## src/hw/mem_ops_pkg.sv

```systemverilog
`default_nettype none

package mem_ops_pkg;

	// ======================================================================
	// Memory stage opcodes
	// ======================================================================

	typedef enum logic [3:0]
	{
		MEM_NONE = 4'd0,	// No memory access, no branch.
		MEM_LW   = 4'd1,	// Load word.
		MEM_LH   = 4'd2,	// Load halfword, signed.
		MEM_LHU  = 4'd3,	// Load halfword, unsigned.
		MEM_LB   = 4'd4,	// Load byte, signed.
		MEM_LBU  = 4'd5,	// Load byte, unsigned.
		MEM_SW   = 4'd6,	// Store word.
		MEM_SH   = 4'd7,	// Store halfword.
		MEM_SB   = 4'd8,	// Store byte.
		MEM_BEQ  = 4'd9,	// Branch if equal.
		MEM_BNE  = 4'd10	// Branch if not equal.
	} mem_op_e;

	// ======================================================================
	// Access size
	// ======================================================================

	// Stores of halfword or byte size still write the whole word.
	typedef enum logic [1:0]
	{
		SIZE_WORD = 2'd0,
		SIZE_HALF = 2'd1,
		SIZE_BYTE = 2'd2
	} access_size_e;

endpackage

`default_nettype wire

```

## src/hw/mem_ctrl_if.sv

```systemverilog
`default_nettype none

interface mem_ctrl_if import mem_ops_pkg::*; ();

	logic         mem_read;	// Instruction is a load.
	logic         mem_write;	// Instruction is a store.
	access_size_e size;	// Load or store width.
	logic         is_unsigned;	// Zero-extend loads.
	logic         branch;	// BEQ or BNE.
	logic         branch_ne;	// Set for BNE only.

	modport decoder
	(
		output mem_read, mem_write, size, is_unsigned, branch, branch_ne
	);

	modport memory
	(
		input mem_write, size
	);

	modport result
	(
		input mem_read, size, is_unsigned, branch, branch_ne
	);

endinterface

`default_nettype wire

```

## src/hw/mem_op_decoder.sv

```systemverilog
`default_nettype none

module mem_op_decoder
	import mem_ops_pkg::*;
(
	input  mem_op_e           mem_op,
	mem_ctrl_if.decoder       ctrl
);

	always_comb
	begin
		// Everything inactive unless the opcode says otherwise.
		ctrl.mem_read    = 1'b0;
		ctrl.mem_write   = 1'b0;
		ctrl.size        = SIZE_WORD;
		ctrl.is_unsigned = 1'b0;
		ctrl.branch      = 1'b0;
		ctrl.branch_ne   = 1'b0;

		case (mem_op)
			MEM_LW:
			begin
				ctrl.mem_read = 1'b1;
			end
			MEM_LH, MEM_LHU:
			begin
				ctrl.mem_read    = 1'b1;
				ctrl.size        = SIZE_HALF;
				ctrl.is_unsigned = (mem_op == MEM_LHU);
			end
			MEM_LB, MEM_LBU:
			begin
				ctrl.mem_read    = 1'b1;
				ctrl.size        = SIZE_BYTE;
				ctrl.is_unsigned = (mem_op == MEM_LBU);
			end
			MEM_SW:
			begin
				ctrl.mem_write = 1'b1;
			end
			MEM_SH:
			begin
				ctrl.mem_write = 1'b1;
				ctrl.size      = SIZE_HALF;
			end
			MEM_SB:
			begin
				ctrl.mem_write = 1'b1;
				ctrl.size      = SIZE_BYTE;
			end
			MEM_BEQ, MEM_BNE:
			begin
				ctrl.branch    = 1'b1;
				ctrl.branch_ne = (mem_op == MEM_BNE);	// Selects the inverted zero test.
			end
			default:
			begin
				// MEM_NONE and unused codes keep the defaults.
			end
		endcase
	end

endmodule

`default_nettype wire

```

## src/flat_wrapper.sv

```systemverilog
// flat-port wrapper written by rule: the top's interface ports become plain ports
module mem_op_decoder_flat import mem_ops_pkg::*;
  (mem_op, ctrl_mem_read, ctrl_mem_write, ctrl_size, ctrl_is_unsigned, ctrl_branch, ctrl_branch_ne);
  mem_ctrl_if ctrl_i ();
  input  mem_op_e mem_op;
  output wire logic [$bits(ctrl_i.mem_read)-1:0] ctrl_mem_read;
  output wire logic [$bits(ctrl_i.mem_write)-1:0] ctrl_mem_write;
  output wire logic [$bits(ctrl_i.size)-1:0] ctrl_size;
  output wire logic [$bits(ctrl_i.is_unsigned)-1:0] ctrl_is_unsigned;
  output wire logic [$bits(ctrl_i.branch)-1:0] ctrl_branch;
  output wire logic [$bits(ctrl_i.branch_ne)-1:0] ctrl_branch_ne;
  assign ctrl_mem_read = ctrl_i.mem_read;
  assign ctrl_mem_write = ctrl_i.mem_write;
  assign ctrl_size = ctrl_i.size;
  assign ctrl_is_unsigned = ctrl_i.is_unsigned;
  assign ctrl_branch = ctrl_i.branch;
  assign ctrl_branch_ne = ctrl_i.branch_ne;
  mem_op_decoder u_core (.mem_op(mem_op), .ctrl(ctrl_i));
endmodule
```

## config.mk

```make
export PLATFORM = sky130hd
export DESIGN_NAME = mem_op_decoder_flat
export DESIGN_NICKNAME = d
export VERILOG_FILES = /design/src/hw/mem_ops_pkg.sv /design/src/hw/mem_ctrl_if.sv /design/src/hw/mem_op_decoder.sv /design/src/flat_wrapper.sv
export SDC_FILE = /design/constraint.sdc
export NUM_CORES = 1
export LEC_CHECK = 0
export BUFFER_PORTS_ARGS = -buffer_cell sky130_fd_sc_hd__clkbuf_2
export CAP_MARGIN = 5
export CORE_AREA = 2 2 39 41
export DETAILED_ROUTE_END_ITERATION = 12
export DIE_AREA = 0 0 41 43
export PLACE_DENSITY = 0.38
export REMOVE_ABC_BUFFERS = 1
export SLEW_MARGIN = 10
export SYNTH_ARGS = -nofsm -noshare
export SYNTH_HDL_FRONTEND = slang
export SYNTH_SLANG_ARGS = --single-unit
```

## constraint.sdc

```tcl
create_clock -name vclk -period 1
set_input_delay 0.05 -clock vclk [all_inputs]
set_output_delay 0.05 -clock vclk [all_outputs]
set_load 0.02 [all_outputs]
```

Word-level counts from Yosys, hierarchy flattened
Index checks and enable logic that the tools add are counted.
Widths: inputs -> output; s select.
- output and inout port bits: 7
- input port bits: 4
- register bits: 0
- reduce and logical (&&, ||, !) cells: 7
- multiplexer cells: 6
- eq/ne operators: 10
- operators with widths (operator ; count):
    $eq 4x3->1 const B ; 4
    $eq 4x4->1 const B ; 3
    $reduce_or 3->1 ; 3
    $eq 4x2->1 const B ; 2
    $reduce_or 2->1 ; 3
    $reduce_or 5->1 ; 1
    $eq 4x1->1 const B ; 1
    $mux 1 ; 4
    $pmux 2 s2 ; 1
    $pmux 1 s2 ; 1

Logic depth before layout (Yosys ltp)
Gate-level depths: netlist of run 1.
- depth in word-level cells: 3
- gate-level depth with buffers: 3
- depth with buffers taken out: 2

Worst setup path after synthesis of run 1
Ideal clock, no wire load.
- path type: input to output
- from: in mem_op[1]
- to: out ctrl_branch
- data required time: 950 ps
- buffers on the path: 1
- stages: 3
- slack: 89 ps
- arrival time: 861 ps
- cells stage by stage: buf_2 -> xnor2_1 -> nor3b_1
- cells in the longest elaborated chain, start to end: 3
- ends and longest elaborated chain (item ; line ; text):
    from (decl) ; flat_wrapper.sv:5 ; input mem_op_e mem_op;
    $eq 4x4->1 ; mem_op_decoder.sv:20 ; case (mem_op)
    $reduce_or 2->1 (*) ; mem_op_decoder.sv:20 ;
    $mux 1 (*) ; mem_op_decoder.sv:20 ;
    to (decl) ; flat_wrapper.sv:10 ; output wire logic [$bits(ctrl_i.branch)-1:0] ctrl_branch;
Mark *: on every way between the ends. The rest lies on a longest branch, timed or not.

Final worst setup path of run 1
- from: in mem_op[0]
- to: out ctrl_size[1]
- cells in the longest elaborated chain, start to end: 3
- ends and longest elaborated chain (item ; line ; text):
    $eq 4x4->1, or another cell as far along ; mem_op_decoder.sv:20 ;
    $reduce_or 3->1 (no line) ; - ;
    $pmux 2 s2 (*) ; mem_op_decoder.sv:20 ;
    to (decl) ; flat_wrapper.sv:8 ; output wire logic [$bits(ctrl_i.size)-1:0] ctrl_size;
Marked as above.

==> results of run 1 <==
-- power breakdown --
part	internal (W)	switching [W]	total, W	leakage (nW)
clock network	0	0	0	0
logic	0.0000399	0.0000526	0.0000925	0.0965
registers	0	0	0	0
total	0.0000399	0.0000526	0.0000925	0.0965
-- path summary, 6_finish.rpt --
kind	slack (ns)	start	end
worst max-delay path	0.08	mem_op[0]	ctrl_size[1]
worst min-delay path	0.48	mem_op[1]	ctrl_size[1]
-- cell families after synthesis --
kind of cell              count (synthesis)  share of synthesized area
AOI/OAI and AO/OA                         4                     0.2708
and+or+nand+nor                           7                     0.3855
xor gates and xnor gates                  2                     0.1459
buffers and inverters                     4                     0.1979
-- cell usage after synthesis (all sizes together) --
| master | instances | area, um^2 |
|---|---|---|
| xnor2 | 2 | 17.52 |
| nor2 | 1 | 3.750 |
| buf | 2 | 16.26 |
| inv | 2 | 7.510 |
| a21oi | 1 | 8.760 |
| nand2b | 1 | 6.260 |
| a211oi | 2 | 15.01 |
| nor3 | 2 | 10.01 |
| o21ai | 1 | 8.760 |
| or3b | 1 | 11.26 |
| nand3b | 1 | 7.510 |
| nor3b | 1 | 7.510 |
-- per-layer routing --
layer / wire [um] / share of wire / GRT usage / vias to the layer above
met5: 0 / 0 / 0 / -
met4: 0 / 0 / 0 / 0
met3: 52 / 0.15 / 0 / 0
met2: 165 / 0.47 / 0.06875 / 7
met1: 130 / 0.37 / 0.05063 / 69
li1: - / - / - / 85
-- worst max-delay path, stage by stage --
cell and delay (ns):
clkbuf_2 0.09, or3b_4 0.41, a21oi_2 0.14, clkbuf_2 0.17
-- final cells by class --
class,count,area (um^2)
fill,171,1182
inverter,2,7.507
tap,16,20.02
timing repair buffer,14,77.57
multi-input combinational,13,96.34
-- metrics by stage --
stage,hold slack (ns),std cells,total power (W),utilization
after global placement,0.4991,45,0.00009467,0.1456
final,0.4849,45,0.00009249,0.1456
after CTS,0.4957,45,0.00009448,0.1456
after detailed placement,0.4943,45,0.00009411,0.1456
after floorplan,0.1417,15,0.00004772,-
after global routing,0.5305,45,0.0001027,0.1456
==> results.toml, run 1 <==
[run_status]
status = "completed"

[timing]
hold_viol_final = 0
period_share = 0.9222
fmax_mhz = 1084
tightest_slew_ns = 0.2012
rsz0062_at_grt = "no"
maxSlewViolCount = 0
setup_violations = 0
tns_ns = 0
setup_ws_ns = 0.07779
post-route-min-period_ns = 0.9222
relSlewSlack = 0.8651

[pwr]
peakVddDrop_v = 0.00004450
p_per_area_nw_per_um2 = 459.2
power_leakage_nw = 0.09653

[die]
rows = 14
die_x_um = 41
ios = 11
core_area_um2 = 1384
initial_core_util = 0.08680
die_h_um = 43
dieArea_um2 = 1763

[worst_setup_path]
start_kind = "input port"
crit_path_end_kind = "output port"
critPathArrivalTime_ns = 0.87
cp.required_ns = 0.95
cp_max_fo = 3
worstSetupPathType = "in2out"

[layout]
finalNetCount = 35
layout_common_cells = "clkbuf_2, buf_4"
ff_latch_area_um2 = 0
stdcell_area_um2 = 201.4
antenna_cells = 0
nClkBuffers = 0
final_common_cell = "clkbuf_2"
drive_gt1_frac = 0.5862
seq_cell_count = 0
syn_to_final_growth_pct = 67.71

[job]
drv_cap = 0

[clocking]
postCtsSetupBuffers = 0
cts_hold_buffers = 0
cts_resized = 0

[global_route]
grt_pass1_wl_um = 503
antenna_found_initial = 0
grt_max_degree = 9
grt_usage = 0.03796
grt_overflow = 0
grt_pass1_vias = 128

[drt]
drtIter0Drc = 3
num_vias = 161
wl_um = 348
avgRoutedWirePerCell_um = 7.733
drc = 0
drtPass1Iterations = 2
ant_nets = 0
route.detailed.vias_per_inst = 3.578

[placed_design]
hpwl_um = 302.2
place_area_um2 = 201.4
port-buffer-count = 11
place_congestion = 0.5182
place_ws_ns = 0.06588

[synth]
ys_warn_count = 0
synth_cells = 17
ys_seq_area_frac = 0
postSynthAreaPerCell_um2 = 7.066
ys_types = 13
syn_area_um2 = 120.1

[worst_hold_path]
min_path_cells = 3
hp-class = "in2out"
Note: power is estimated with default switching activity, not from simulation.
==> inputs of run 2 (changes only) <==
--- a/config.mk
+++ b/config.mk
@@ -5,6 +5,7 @@
 export SDC_FILE = /design/constraint.sdc
 export NUM_CORES = 1
 export LEC_CHECK = 0
+export ABC_AREA = 1
 export BUFFER_PORTS_ARGS = -buffer_cell sky130_fd_sc_hd__clkbuf_2
 export CAP_MARGIN = 5
 export CORE_AREA = 2 2 39 41
==> results.toml, run 2 <==
[run_status]
status = "completed"

[pwr]
power.share.clock = 0
sw_frac_of_total = 0.6727
p_per_area_nw_per_um2 = 436.9
peakVddDrop_v = 0.00004376
pwr-share-seq = 0
comb_power_share = 1.000
p_sw_w = 0.00005480
power_leakage_nw = 0.1269
p_int_w = 0.00002666

[synth]
syn_area_um2 = 111.4
ys_seq_area_frac = 0
ys_types = 8
netlist_top_cells_area = "nand2_1, nand3_1, inv_1"
ys_warn_count = 0
synth_top_cell_area_share = 0.3371
yosysMostFrequentCell = "nand2_1"
synth_cells = 26
postSynthAreaPerCell_um2 = 4.283
yosysTopAreaCell = "nand2_1"
yosys-top-cells-count = "nand2_1, inv_1, nand3_1, nor2_1"

[job]
drv_cap = 0

[global_route]
grt_pass1_wl_um = 503
grt_max_degree = 8
grt_usage = 0.03696
grt_overflow = 0
antenna_found_initial = 0
grt_pass1_vias = 137

[layout]
finalNetCount = 43
drive_gt1_frac = 0.3784
syn_to_final_growth_pct = 67.42
nClkBuffers = 0
final_common_cell = "clkbuf_2"
ff_latch_area_um2 = 0
multi_input_area_um2 = 92.59
seq_cell_count = 0
layout_common_cells = "clkbuf_2, nand2_1, nor2_1, inv_1, nand3_1"
stdcell_area_um2 = 186.4
n_fill_cell = 172
antenna_cells = 0

[worst_setup_path]
slowest_stage = "nor2_1"
start_kind = "input port"
worstSetupPathType = "in2out"
cpMostUsedCell = "clkbuf_2"
critPathArrivalTime_ns = 0.67
crit_path_end_kind = "output port"
cp.required_ns = 0.95
cp_max_fo = 4
crit_family = "simple AND/OR/NAND/NOR gates"
crit_path_cell_trace = "clkbuf_2, nor2_1, nand3_1, nand2_1, clkbuf_2"
cp_num_buf_inv = 2
slowest_delay_ns = 0.18

[die]
core_area_um2 = 1384
die_x_um = 41
initial_core_util = 0.08047
ios = 11
die_h_um = 43
rows = 14
dieArea_um2 = 1763

[timing]
tightest_slew_ns = 0.1840
rsz0062_at_grt = "no"
relSlewSlack = 0.8769
fmax_mhz = 1394
period_share = 0.7175
post-route-min-period_ns = 0.7175
hold_viol_final = 0
maxSlewViolCount = 0
tns_ns = 0
setup_violations = 0

[drt]
drtIter0Drc = 3
drc = 0
drtPass1Iterations = 4
avgRoutedWirePerCell_um = 6.340
route.detailed.vias_per_inst = 3.302
wl_um = 336
num_vias = 175
ant_nets = 0

[worst_hold_path]
min_path_cells = 3
hp-class = "in2out"
min_to = "ctrl_size[0]"
holdCritStartpoint = "mem_op[2]"

[placed_design]
port-buffer-count = 11
place_congestion = 0.5660
place_area_um2 = 186.4
hpwl_um = 312.8

[clocking]
cts_resized = 0
cts_hold_buffers = 0
postCtsSetupBuffers = 0
-- run 2: cell count changes after synthesis, moves of 2 or more --
| cell | previous run | this run |
|---|---|---|
| nand2_1 | 0 | 10 |
| nand3_1 | 0 | 4 |
| nor2_1 | 1 | 4 |
| a211oi_1 | 2 | 0 |
| inv_1 | 2 | 4 |
| nor3_1 | 2 | 0 |
| xnor2_1 | 2 | 0 |
-- run 2: cell type report --
class | instances | share of cell area
multi-input combinational | 21 | 0.4966
timing repair buffer | 11 | 0.2953
tap | 16 | 0.1074
inverter | 5 | 0.1007
-- run 2: power by group through the flow --
| stage | sequential [W] | combinational [W] | clock, W |
|---|---|---|---|
| final | 0 | 0.0000815 | 0 |
| after global placement | 0 | 0.0000837 | 0 |
| after detailed placement | 0 | 0.0000832 | 0 |
| after floorplan | 0 | 0.0000484 | 0 |
| after global routing | 0 | 0.0000909 | 0 |
| after CTS | 0 | 0.0000833 | 0 |
-- run 2: routing by layer --
layer	up-vias	GRT usage	routed length, um
met2	4	0.06875	179
met4	0	0	0
met3	0	0	18
met1	70	0.04747	138
met5	-	0	0
li1	101	-	-
-- run 2: cell families after synthesis --
family	count (synthesis)	synth area share
AO/OA/AOI/OAI	2	0.1236
AND/OR/NAND/NOR	19	0.7079
buffers and inverters	5	0.1685
-- run 2: worst max path at each step --
stage,startpoint,depth (start not counted),slack (ns),endpoint
3_3_place_gp,mem_op[2],5,0.28,ctrl_mem_read
6_report,mem_op[2],5,0.28,ctrl_is_unsigned
5_1_grt,mem_op[2],5,0.20,ctrl_is_unsigned
2_1_floorplan,mem_op[2],3,0.46,ctrl_branch_ne
3_5_place_dp,mem_op[2],5,0.27,ctrl_is_unsigned
4_1_cts,mem_op[2],5,0.28,ctrl_is_unsigned
-- run 2: metrics by stage --
stage	hold slack, ns	instances	utilization	power [W]	setup slack [ns]
after global routing	0.4497	53	0.1347	0.00009092	0.1970
after floorplan	0.2303	26	-	0.00004842	0.4601
after detailed placement	0.4349	53	0.1347	0.00008317	0.2750
after CTS	0.4336	53	0.1347	0.00008334	0.2792
after global placement	0.4295	53	0.1347	0.00008370	0.2825
final	0.4274	53	0.1347	0.00008146	0.2825
==> inputs of run 3 (changes only) <==
==> constraint.sdc (replaced) <==
create_clock -name vclk -period 0.8
set_input_delay 0.04 -clock vclk [all_inputs]
set_output_delay 0.04 -clock vclk [all_outputs]
set_load 0.02 [all_outputs]
==> results.toml, run 3 (same netlist as run 2, synthesis figures left out) <==
[timing]
post-route-min-period_ns = 0.6877
whs_ns = 0.4052
setup_violations = 0
fmax_mhz = 1454
maxSlewViolCount = 0
hold_viol_final = 0
period_share = 0.8596
relSlewSlack = 0.8833
rsz0062_at_grt = "no"
tightest_slew_ns = 0.1744
tns_ns = 0

[global_route]
grt_pass1_wl_um = 531
grt_max_degree = 8
grt_pass1_vias = 137
grt_overflow = 0
grt_usage = 0.03896
antenna_found_initial = 0

[layout]
syn_to_final_growth_pct = 67.42
finalNetCount = 43
n_fill_cell = 171
ff_latch_area_um2 = 0
layout_common_cells = "clkbuf_2, nand2_1, nor2_1, inv_1, nand3_1"
nClkBuffers = 0
final_common_cell = "clkbuf_2"
seq_cell_count = 0
drive_gt1_frac = 0.3784
antenna_cells = 0

[pwr]
power_leakage_nw = 0.1269
p_per_area_nw_per_um2 = 549.0
peakVddDrop_v = 0.00005503

[worst_setup_path]
cp_max_fo = 4
crit_path_end_kind = "output port"
cpMostUsedCell = "clkbuf_2"
start_kind = "input port"
worstSetupPathType = "in2out"
slowest_stage = "nor2_1"
slowest_delay_ns = 0.17
cp_num_buf_inv = 2
crit_family = "simple AND/OR/NAND/NOR gates"
crit_path_cell_trace = "clkbuf_2, nor2_1, nand3_1, nand2_1, clkbuf_2"
cp.required_ns = 0.76
critPathArrivalTime_ns = 0.65

[clocking]
postCtsSetupBuffers = 0
cts_resized = 0
cts_hold_buffers = 0

[placed_design]
place_congestion = 0.5870
port-buffer-count = 11
hpwl_um = 311.7

[drt]
drtIter0Drc = 1
route.detailed.vias_per_inst = 3.358
drc = 0
drtPass1Iterations = 2
num_vias = 178
avgRoutedWirePerCell_um = 6.453
ant_nets = 0
wl_um = 342

[job]
drv_cap = 0

[die]
ios = 11
dieArea_um2 = 1763
rows = 14
die_h_um = 43
die_x_um = 41
core_area_um2 = 1384
initial_core_util = 0.08047

[run_status]
status = "completed"

[worst_hold_path]
hp-class = "in2out"
-- run 3: path summary, 6_finish.rpt --
kind	start	endpoint	depth (start not counted)	slack (ns)
max	mem_op[2]	ctrl_is_unsigned	5	0.11
min	mem_op[2]	ctrl_size[0]	3	0.41
-- run 3: cell type report --
type	instances	area, um^2	share of cell area
Multi-Input combinational cell	21	92.59	0.4966
Inverter	5	18.77	0.1007
Timing Repair Buffer	11	55.05	0.2953
Tap cell	16	20.02	0.1074
-- run 3: layer usage --
| layer | track usage | wire length (um) |
|---|---|---|
| met1 | 0.05063 | 141 |
| met2 | 0.07188 | 182 |
| met3 | 0 | 18 |
| met4 | 0 | 0 |
| met5 | 0 | 0 |
-- run 3: power breakdown --
group	internal, W	total [W]	switching (W)
registers	0	0	0
clock network	0	0	0
logic	0.0000333	0.000102	0.0000690
total	0.0000333	0.000102	0.0000690
-- run 3: metrics by stage --
step / setup slack, ns / instances / utilization / total power, W / instance area, um^2
2_1_floorplan: 0.2801 / 26 / - / 0.00006053 / 111.4
3_3_place_gp: 0.1062 / 53 / 0.1347 / 0.0001041 / 186.4
3_5_place_dp: 0.1046 / 53 / 0.1347 / 0.0001040 / 186.4
4_1_cts: 0.1048 / 53 / 0.1347 / 0.0001045 / 186.4
5_1_grt: 0.03560 / 53 / 0.1347 / 0.0001136 / 186.4
6_report: 0.1123 / 53 / 0.1347 / 0.0001024 / 186.4
