`src/hw/cpu_params_pkg.sv`:
```
`default_nettype none

package cpu_params_pkg;

	// ======================================================================
	// Datapath widths
	// ======================================================================

	localparam int data_width      = 32;	// Machine word.
	localparam int reg_index_width = 5;	// Register file index.
	localparam int wb_ctrl_width   = 2;	// Write-back control bits.

	typedef logic [data_width-1:0]      word_t;
	typedef logic [reg_index_width-1:0] reg_index_t;
	typedef logic [wb_ctrl_width-1:0]   wb_ctrl_t;

	// ======================================================================
	// Reset values of the pipeline registers
	// ======================================================================

	localparam word_t      word_reset      = '0;
	localparam reg_index_t reg_index_reset = '0;
	localparam wb_ctrl_t   wb_ctrl_reset   = '0;

	// Halt flag is a single bit.
	localparam logic halt_reset = 1'b0;

endpackage

`default_nettype wire

```
`src/hw/mem_ops_pkg.sv`:
```
`default_nettype none

package mem_ops_pkg;

	// ======================================================================
	// Memory stage opcodes
	// ======================================================================

	typedef enum logic [3:0]
	{
		MEM_NONE = 4'd0,	// No memory access, no branch.
		MEM_LW   = 4'd1,	// Load word.
		MEM_LH   = 4'd2,	// Load halfword, signed.
		MEM_LHU  = 4'd3,	// Load halfword, unsigned.
		MEM_LB   = 4'd4,	// Load byte, signed.
		MEM_LBU  = 4'd5,	// Load byte, unsigned.
		MEM_SW   = 4'd6,	// Store word.
		MEM_SH   = 4'd7,	// Store halfword.
		MEM_SB   = 4'd8,	// Store byte.
		MEM_BEQ  = 4'd9,	// Branch if equal.
		MEM_BNE  = 4'd10	// Branch if not equal.
	} mem_op_e;

	// ======================================================================
	// Access size
	// ======================================================================

	// Stores of halfword or byte size still write the whole word.
	typedef enum logic [1:0]
	{
		SIZE_WORD = 2'd0,
		SIZE_HALF = 2'd1,
		SIZE_BYTE = 2'd2
	} access_size_e;

endpackage

`default_nettype wire

```
`src/hw/mem_ctrl_if.sv`:
```
`default_nettype none

interface mem_ctrl_if import mem_ops_pkg::*; ();

	logic         mem_read;	// Instruction is a load.
	logic         mem_write;	// Instruction is a store.
	access_size_e size;	// Load or store width.
	logic         is_unsigned;	// Zero-extend loads.
	logic         branch;	// BEQ or BNE.
	logic         branch_ne;	// Set for BNE only.

	modport decoder
	(
		output mem_read, mem_write, size, is_unsigned, branch, branch_ne
	);

	modport memory
	(
		input mem_write, size
	);

	modport result
	(
		input mem_read, size, is_unsigned, branch, branch_ne
	);

endinterface

`default_nettype wire

```
`src/hw/mem_wb_register.sv`:
```
`default_nettype none

module mem_wb_register
	import cpu_params_pkg::*;
	import mem_ops_pkg::*;
(
	input  logic         clk,
	input  logic         reset,
	mem_ctrl_if.result   ctrl,
	input  word_t        read_word,
	input  logic         zero_flag,
	input  word_t        alu_result,
	input  reg_index_t   write_reg,
	input  wb_ctrl_t     wb_ctrl,
	input  logic         halt,
	output logic         pc_src,
	output word_t        read_data,
	output word_t        alu_result_wb,
	output reg_index_t   write_reg_wb,
	output wb_ctrl_t     wb_ctrl_wb,
	output logic         halt_wb
);

	// ======================================================================
	// Branch resolution
	// ======================================================================

	// BEQ takes on zero, BNE on nonzero.
	assign pc_src = ctrl.branch & (ctrl.branch_ne ? ~zero_flag : zero_flag);

	// ======================================================================
	// Load extension
	// ======================================================================

	word_t load_word;
	logic  fill_bit;	// Bit copied into the upper part of a sized load.

	always_comb
	begin
		fill_bit  = 1'b0;
		load_word = read_word;	// Words and non-loads pass unchanged.
		if (ctrl.mem_read)
		begin
			case (ctrl.size)
				SIZE_HALF:
				begin
					fill_bit  = ctrl.is_unsigned ? 1'b0 : read_word[15];
					load_word = {{(data_width-16){fill_bit}}, read_word[15:0]};
				end
				SIZE_BYTE:
				begin
					fill_bit  = ctrl.is_unsigned ? 1'b0 : read_word[7];
					load_word = {{(data_width-8){fill_bit}}, read_word[7:0]};
				end
				default:
				begin
					load_word = read_word;
				end
			endcase
		end
	end

	// ======================================================================
	// Write-back register
	// ======================================================================

	always_ff @(posedge clk or posedge reset)
	begin
		if (reset)
		begin
			read_data     <= word_reset;
			alu_result_wb <= word_reset;
			write_reg_wb  <= reg_index_reset;
			wb_ctrl_wb    <= wb_ctrl_reset;
			halt_wb       <= halt_reset;
		end
		else
		begin
			read_data     <= load_word;
			alu_result_wb <= alu_result;
			write_reg_wb  <= write_reg;	// Destination index for the register file.
			wb_ctrl_wb    <= wb_ctrl;
			halt_wb       <= halt;
		end
	end

endmodule

`default_nettype wire

```
`src/flat_wrapper.sv`:
```
// flat-port wrapper written by rule: the top's interface ports become plain ports
module mem_wb_register_flat import cpu_params_pkg::*; import mem_ops_pkg::*;
  (clk, reset, read_word, zero_flag, alu_result, write_reg, wb_ctrl, halt, pc_src, read_data, alu_result_wb, write_reg_wb, wb_ctrl_wb, halt_wb, ctrl_mem_read, ctrl_size, ctrl_is_unsigned, ctrl_branch, ctrl_branch_ne);
  mem_ctrl_if ctrl_i ();
  input  logic clk;
  input  logic reset;
  input  word_t read_word;
  input  logic zero_flag;
  input  word_t alu_result;
  input  reg_index_t write_reg;
  input  wb_ctrl_t wb_ctrl;
  input  logic halt;
  output logic pc_src;
  output word_t read_data;
  output word_t alu_result_wb;
  output reg_index_t write_reg_wb;
  output wb_ctrl_t wb_ctrl_wb;
  output logic halt_wb;
  input wire logic [$bits(ctrl_i.mem_read)-1:0] ctrl_mem_read;
  input wire logic [$bits(ctrl_i.size)-1:0] ctrl_size;
  input wire logic [$bits(ctrl_i.is_unsigned)-1:0] ctrl_is_unsigned;
  input wire logic [$bits(ctrl_i.branch)-1:0] ctrl_branch;
  input wire logic [$bits(ctrl_i.branch_ne)-1:0] ctrl_branch_ne;
  assign ctrl_i.mem_read = ctrl_mem_read;
  assign ctrl_i.size = ctrl_size;
  assign ctrl_i.is_unsigned = ctrl_is_unsigned;
  assign ctrl_i.branch = ctrl_branch;
  assign ctrl_i.branch_ne = ctrl_branch_ne;
  mem_wb_register u_core (.clk(clk), .reset(reset), .ctrl(ctrl_i), .read_word(read_word), .zero_flag(zero_flag), .alu_result(alu_result), .write_reg(write_reg), .wb_ctrl(wb_ctrl), .halt(halt), .pc_src(pc_src), .read_data(read_data), .alu_result_wb(alu_result_wb), .write_reg_wb(write_reg_wb), .wb_ctrl_wb(wb_ctrl_wb), .halt_wb(halt_wb));
endmodule
```
`config.mk`:
```
export PLATFORM = sky130hd
export DESIGN_NAME = mem_wb_register_flat
export DESIGN_NICKNAME = d
export VERILOG_FILES = /design/src/hw/cpu_params_pkg.sv /design/src/hw/mem_ops_pkg.sv /design/src/hw/mem_ctrl_if.sv /design/src/hw/mem_wb_register.sv /design/src/flat_wrapper.sv
export SDC_FILE = /design/constraint.sdc
export NUM_CORES = 1
export LEC_CHECK = 0
export ABC_AREA = 1
export BUFFER_PORTS_ARGS = -buffer_cell sky130_fd_sc_hd__buf_2
export CORE_UTILIZATION = 30
export CTS_CLUSTER_DIAMETER = 40
export DETAILED_ROUTE_END_ITERATION = 10
export MAX_ROUTING_LAYER = met4
export SLEW_MARGIN = 10
export SYNTH_ARGS = -nofsm -noshare
export SYNTH_HDL_FRONTEND = slang
export SYNTH_SLANG_ARGS = --single-unit
```
`constraint.sdc`:
```
create_clock -name clk -period 2.7 [get_ports clk]
set_input_delay 0.135 -clock clk [delete_from_list [all_inputs] [get_ports clk]]
set_output_delay 0.135 -clock clk [all_outputs]
set_load 0.005 [all_outputs]
```
Word-level counts from Yosys, hierarchy flattened
Index checks and enable logic that the tools add are counted.

Bitwise logic cells: 2. Equality and inequality tests: 2. Mux-type cells: 5.

Operators with widths (number): 32-bit one-hot mux with 2 select lines (1); 32-bit 2-to-1 mux (1); 1-bit 2-to-1 mux (3); 2-bit by 1-bit == test with 1-bit output (second input constant) (1); 2-bit == test (second input constant) (1); 1-bit bitwise AND (1); 1-bit inverter (1).

Register bits: 72.

Longest topological paths before layout
Gate-level depths: netlist of the first run.

Depth after elaboration: 3. Depth in mapped cells: 7. Gate-level depth less buffers: 6.

Worst setup path before layout of the first run
OpenSTA, ideal clock, no wires.

Kind: input-to-reg. Start: input ctrl_size[0]. End: register u_core.read_data[21]. Data required time: 2.577 ns. Path buffers: 1. Setup time: 0.123 ns. Stages on the path: 7. Path slack: 1.606 ns. Arrival: 0.971 ns. Cell sequence: inv_1 -> ha_1 -> nor2_4 -> inv_1 -> buf_4 -> nand2_1 -> nand2_1.

Word-level cells in the longest chain between the ends: 3. Elaborated cells between the ends (all ways): 4.

RTL lines: start: declaration (RTL line flat_wrapper.sv:20) `input wire logic [$bits(ctrl_i.size)-1:0] ctrl_size;`; 2-bit == test or 2-bit by 1-bit == test with 1-bit output (tied branches) (RTL line mem_wb_register.sv:44) `case (ctrl.size)`; 32-bit one-hot mux with 2 select lines (*) (RTL line mem_wb_register.sv:44); 32-bit 2-to-1 mux (*) (RTL line mem_wb_register.sv:42) `if (ctrl.mem_read)`; net u_core.load_word[21] (RTL line mem_wb_register.sv:35) `word_t load_word;`; end signal: assignment (RTL line mem_wb_register.sv:71) `read_data <= word_reset;`; end signal: assignment (RTL line mem_wb_register.sv:79) `read_data <= load_word;`; end: declaration (RTL line mem_wb_register.sv:17) `output word_t read_data,`.

The timed path passes the listed nets; every way through them passes the cells marked *.

==> key figures, run 1 <==
Placement
  – Dpl hpwl: 3552 µm
  – Inst Count DP: 390
  – Final Wtd Congestion: 0.7103
  – Placed inst area: 0.003002 mm²
  – I/O Buffers: 153

Critical path
  – Critical path type: input port to asynchronous set/reset pin
  – Critical Path Start Type: input port
  – Critical Path Max Stage Delay: 570 ps
  – Worst Path Max Fanout: 39
  – Cell family with most CP delay: buffers and inverters
  – Worst setup EP type: asynchronous set/reset pin
  – Worst path slowest cell: inv_2
  – Crit-path cells: dlygate4sd3_1 -> buf_2 -> inv_2 -> buf_12
  – Critical Path AT: 1690 ps
  – Critical path required time: 3220 ps
  – CP bufs+invs: 4

Die
  – Die ar.: 0.007367 mm²
  – Core area: 0.006794 mm²
  – Die Wd: 85.83 µm
  – Cell Rows: 30
  – I/O pin count: 154
  – Initial Util: 31.03%
  – Die span in y: 85.83 µm

GRT
  – Initial antenna violation count: 0
  – Vias in the first global route: 1972
  – Overflow after GRT: 0
  – GRT Total Usage: 16.57%
  – First-pass GRT wire length: 8873 µm
  – Largest net degree at the start of global routing: 40

Pwr
  – Register share of total power: 51.4%
  – Switching share of power: 22.95%
  – Gate power share: 12.7%
  – LEAKAGE: 2.125 nW
  – Cell Int Power: 0.001740 W
  – Clk pwr share: 35.9%
  – Psw: 0.0005182 W
  – Power density cells: 581.0 mW/mm²
  – Largest vdd supply drop: 249.3 µV

Yosys
  – Netlist cell types: 10
  – Synth top area share: 85.46%
  – Register area share after synthesis: 85.46%
  – Synth Net Count: 225
  – #FFs+latches synth: 72
  – Synth Warn #: 0
  – Area contributors post-synth: dfrtp_1 85%, nand2_1 9.4%, inv_1 1.2%, ha_1 1.2%, nand3b_1 0.71%
  – Yosys top cell by area: dfrtp_1
  – Cells after Synth: 142
  – Syn avg cell area: 14.85 µm²
  – Synth Cell Area: 0.002108 mm²

Routing
  – Initial DRC Count: 34
  – DRC errors left: 0
  – DR WL/cell: 11.95 µm
  – Final ANT Viol Nets: 0
  – Post-DR vias/cell: 3.992
  – Drt pass-1 iters: 4
  – Vias: 1896
  – WL final: 5675 µm

Timing
  – RSZ-0062 raised after global routing: no
  – Fin Setup TNS: 0 ps
  – Part of the cycle the worst path needs: 43.30%
  – Setup Viol. Count Final: 0
  – Final min period: 1169 ps
  – Final Slew Violations: 0
  – Final Hold Vio Count: 0
  – Fmax: 0.8554 GHz
  – Worst Tran Pin Value: 800.1 ps
  – Slew headroom: 46.59%

Final layout
  – Layout cells sized above 1: 45.65%
  – Finished Layout Cells: 475
  – Area of the multi-input gates: 267.8 µm²
  – Area Growth Syn to Fin: 84.33%
  – Fill count: 590
  – Register area: 0.001802 mm²
  – ANT cells: 0
  – Final Net Count: 457
  – Fin area: 0.003886 mm²

Clocking
  – Post-CTS sizing: 0
  – CTS root buf: clkbuf_8
  – CTS H-tree depth: 3
  – Longest Clk Path Bufs: 2
  – Number of clock sinks: 72
  – CTS tree: built
  – Clock transition at path regs: 80 ps
  – Inserted Clock Buffers: 9

Worst hold path
  – Hold Path Sink: u_core.read_data[30]
  – Min-Delay Path Class: input port to flip-flop
  – HP Start: read_word[30]
  – Worst hold stages: 3

Flow run
  – Max_cap viols: 0

Run status
  – Status: complete, no violations
-- stage by stage --
step           power [W]  hold WS, ps  worst slack (ps)  utilization, %
5_1_grt         0.002381        10.87              1363           57.20
6_report        0.002258        17.59              1531           57.20
3_3_place_gp    0.001388        243.0              1438           44.18
2_1_floorplan   0.001250        166.4             740.1               -
3_5_place_dp    0.001392        244.3              1375           44.18
4_1_cts         0.002299       0.1722              1486           57.20
-- synth_stat cells, drive strengths merged --
cell type and count:
dfrtp 72, nand2 53, inv 7, nor2 3
buf 2, ha 2, nand3b 2, nand3 1
-- cell families (layout without fill, tap and decap cells) --
logic type / after synthesis / count (layout) / share of synthesized area [%]
adders and majority gates: 2 / 2 / 1.187
DFF: 72 / 72 / 85.46
buffers and inverters: 9 / 246 / 1.840
and+or+nand+nor: 59 / 59 / 11.51
-- what timing repair did --
| action | CTS | global route |
|---|---|---|
| hold endpoints to repair | 106 | 0 |
| hold buffers | 69 | 0 |
| buffers inserted | 0 | 0 |
-- metal layers --
metal	global-route usage (%)	part of all wire [%]
met1	17.09	37
met2	28.51	54
met3	4.427	6.9
met4	9.545	2.4
met5	-	0
-- registers in the layout, indices dropped and copies added, names as in the netlist --
name                  count
u_core.alu_result_wb     32
u_core.halt_wb            1
u_core.read_data         32
u_core.wb_ctrl_wb         2
u_core.write_reg_wb       5
-- layout by cell type, fill, tap and decap left out --
master,count
buf_2,153
dfrtp_1,72
dlygate4sd3_1,69
nand2_1,53
clkbuf_8,9
inv_1,6
clkinv_2,3
nand3b_1,2
nor2_1,2
ha_1,2
nor2_4,1
nand3_2,1
inv_2,1
inv_6,1
clkinvlp_4,1
clkinv_4,1
bufinv_16,1
buf_12,1
-- power by group through the flow --
stage               logic [W]  registers, W  clock network, W
floorplan           0.0000570       0.00119                 0
global placement     0.000208       0.00118                 0
detailed placement   0.000212       0.00118                 0
CTS                  0.000290       0.00116          0.000850
global route         0.000320       0.00117          0.000895
finish               0.000287       0.00116          0.000810
-- area by class of cell --
type	count	share of cell area (%)
inverter	7	0.6761
multi-input combinational	61	6.890
clock inverter	7	1.803
tap	96	3.091
sequential	72	46.36
timing repair buffer	223	37.99
clock buffer	9	3.187
-- worst max-delay path by stage --
stage                 start                       to  depth (start not counted)
2_1_floorplan         reset  u_core.alu_result_wb[0]                          1
3_3_place_gp   ctrl_size[0]     u_core.read_data[20]                          7
3_5_place_dp   ctrl_size[0]     u_core.read_data[16]                          7
4_1_cts               reset     u_core.read_data[16]                          4
5_1_grt               reset     u_core.read_data[20]                          4
6_report              reset      u_core.read_data[7]                          4
Power figures use the tool's default switching activity.
==> inputs of run 2 (changes only) <==
- clock period: 2.7 -> 1.1 ns (I/O delays scaled with it)
==> key figures, run 2 (synthesis gave the netlist of run 1 again) <==
Pwr
  – Cell Int Power: 0.004472 W (was 0.001740 W)
  – Psw: 0.001261 W (was 0.0005182 W)
  – Register share of total power: 49.7% (was 51.4%)
  – LEAKAGE: 2.156 nW (was 2.125 nW)
  – Largest vdd supply drop: 757.7 µV (was 249.3 µV)
  – Power density cells: 1445 mW/mm² (was 581.0 mW/mm²)
  – Switching share of power: 21.99% (was 22.95%)
  – Clk pwr share: 37.6% (was 35.9%)
  – Total Power: 0.005733 W (was 0.002258 W)
  – Gate power share: 12.7% (about the same)

Timing
  – Fmax: 1.022 GHz
  – Part of the cycle the worst path needs: 88.97%
  – RSZ-0062 raised after global routing: no (unchanged)
  – Final Hold Vio Count: 0 (unchanged)
  – Worst Tran Pin Value: 443.7 ps (was 800.1 ps)
  – Final worst slack: 121.4 ps (was 1531 ps)
  – Final Slew Violations: 0 (unchanged)
  – Worst hold slack: 202.6 ps (was 17.59 ps)
  – Setup Viol. Count Final: 0 (unchanged)
  – Final min period: 978.6 ps
  – Slew headroom: 70.39% (was 46.59%)

Critical path
  – Critical Path Start Type: input port (unchanged)
  – Worst setup EP type: flip-flop (was asynchronous set/reset pin)
  – Critical path required time: 1310 ps (was 3220 ps)
  – Critical Path AT: 1190 ps (was 1690 ps)
  – Worst Path Max Fanout: 16 (was 39)
  – Critical path type: input port to flip-flop (was input port to asynchronous set/reset pin)

GRT
  – Vias in the first global route: 1891 (was 1972)
  – Largest net degree at the start of global routing: 43 (was 40)
  – Initial antenna violation count: 0 (unchanged)
  – Overflow after GRT: 0 (unchanged)
  – GRT Total Usage: 16.65% (was 16.57%)
  – First-pass GRT wire length: 8838 µm (was 8873 µm)

Placement
  – Placed inst area: 0.003020 mm² (was 0.003002 mm²)
  – Final Wtd Congestion: 0.6294 (was 0.7103)
  – Inst Count DP: 392 (was 390)
  – Pre-CTS setup slack: -114.3 ps (was 1375 ps)
  – Dpl hpwl: 3592 µm (was 3552 µm)
  – I/O Buffers: 153 (unchanged)

Clocking
  – Inserted Clock Buffers: 9 (unchanged)
  – CTS root buf: clkbuf_8 (unchanged)
  – Hold_buf cts: 73 (was 69)
  – Postcts setup bufs: 0 (unchanged)
  – Longest Clk Path Bufs: 2 (unchanged)
  – Post-CTS sizing: 0 (unchanged)
  – Number of clock sinks: 72 (unchanged)
  – Clock transition at path regs: 80 ps (about the same)
  – CTS tree: built (unchanged)
  – CTS H-tree depth: 3 (unchanged)

Final layout
  – Area Growth Syn to Fin: 88.19% (was 84.33%)
  – Layout cells sized above 1: 45.45% (was 45.65%)
  – ANT cells: 0 (unchanged)
  – Top Registers: u_core.alu_result_wb (32), u_core.read_data (32), u_core.write_reg_wb (5) (unchanged)
  – Commonest cells after routing, fill and taps aside: 153 x buf_2, 73 x dlygate4sd3_1, 72 x dfrtp_1 (was 153 x buf_2, 72 x dfrtp_1, 69 x dlygate4sd3_1)
  – Most common cell after layout, fill and taps aside: buf_2 (unchanged)
  – Final Net Count: 463 (was 457)
  – Finished Layout Cells: 481 (was 475)
  – Fin area: 0.003968 mm² (was 0.003886 mm²)

Flow run
  – Max_cap viols: 0 (unchanged)

Die
  – Die ar.: 0.007367 mm² (unchanged)
  – Die Wd: 85.83 µm (unchanged)
  – Die span in y: 85.83 µm (unchanged)
  – Cell Rows: 30 (unchanged)
  – Core area: 0.006794 mm² (unchanged)
  – Initial Util: 31.03% (unchanged)
  – I/O pin count: 154 (unchanged)

Routing
  – DR WL/cell: 11.67 µm (was 11.95 µm)
  – Drt pass-1 iters: 4 (unchanged)
  – DRC errors left: 0 (unchanged)
  – Post-DR vias/cell: 3.958 (was 3.992)
  – WL final: 5613 µm (was 5675 µm)
  – Final ANT Viol Nets: 0 (unchanged)
  – Vias: 1904 (was 1896)
  – Initial DRC Count: 26 (was 34)

Run status
  – Status: complete, no violations (unchanged)

Worst hold path
  – Min-Delay Path Class: input port to flip-flop (unchanged)
run 2: worst max-delay path, cell delays in order:
cell	delay, ps
dlygate4sd3_1	530
buf_2	130
nand2_1	70
nand2_1	60
nand3_2	230
nand2_1	110
run 2: power by group through the flow:
stage	registers [W]	logic, W	clock network [W]
floorplan	0.00293	0.000141	0
global placement	0.00290	0.000517	0
detailed placement	0.00290	0.000528	0
CTS	0.00285	0.000727	0.00223
global route	0.00286	0.000808	0.00237
finish	0.00285	0.000726	0.00216
run 2: worst paths after layout:
path                                   from                       end  slack (ps)  cells past startpoint
worst max-delay path           read_word[7]      u_core.read_data[31]         120                      6
min in group asynchronous             reset  u_core.alu_result_wb[25]         330                      4
worst min-delay path       ctrl_is_unsigned      u_core.read_data[23]         200                      4
max in group asynchronous             reset      u_core.read_data[20]         410                      4
run 2: through the flow:
step	util [%]	setup TNS (ps)
3_5_place_dp	44.46	-2067
4_1_cts	58.40	0
2_1_floorplan	-	0
3_3_place_gp	44.46	-1194
5_1_grt	58.40	0
6_report	58.40	0
run 2: routing by layer:
metal | track usage [%] | routed length (µm)
met1 | 17.45 | 2153
met2 | 28.58 | 2971
met3 | 4.331 | 367
met4 | 9.242 | 121
met5 | - | 0
run 2: cell type report:
cell class	instances	area [µm²]
flip-flops and latches	72	1802
fillers	551	2826
multi-input cells	61	267.8
inverters	7	30.03
repair buffers	229	1531
clock inverters	4	51.30
well taps	96	120.1
clock buffers	12	165.2
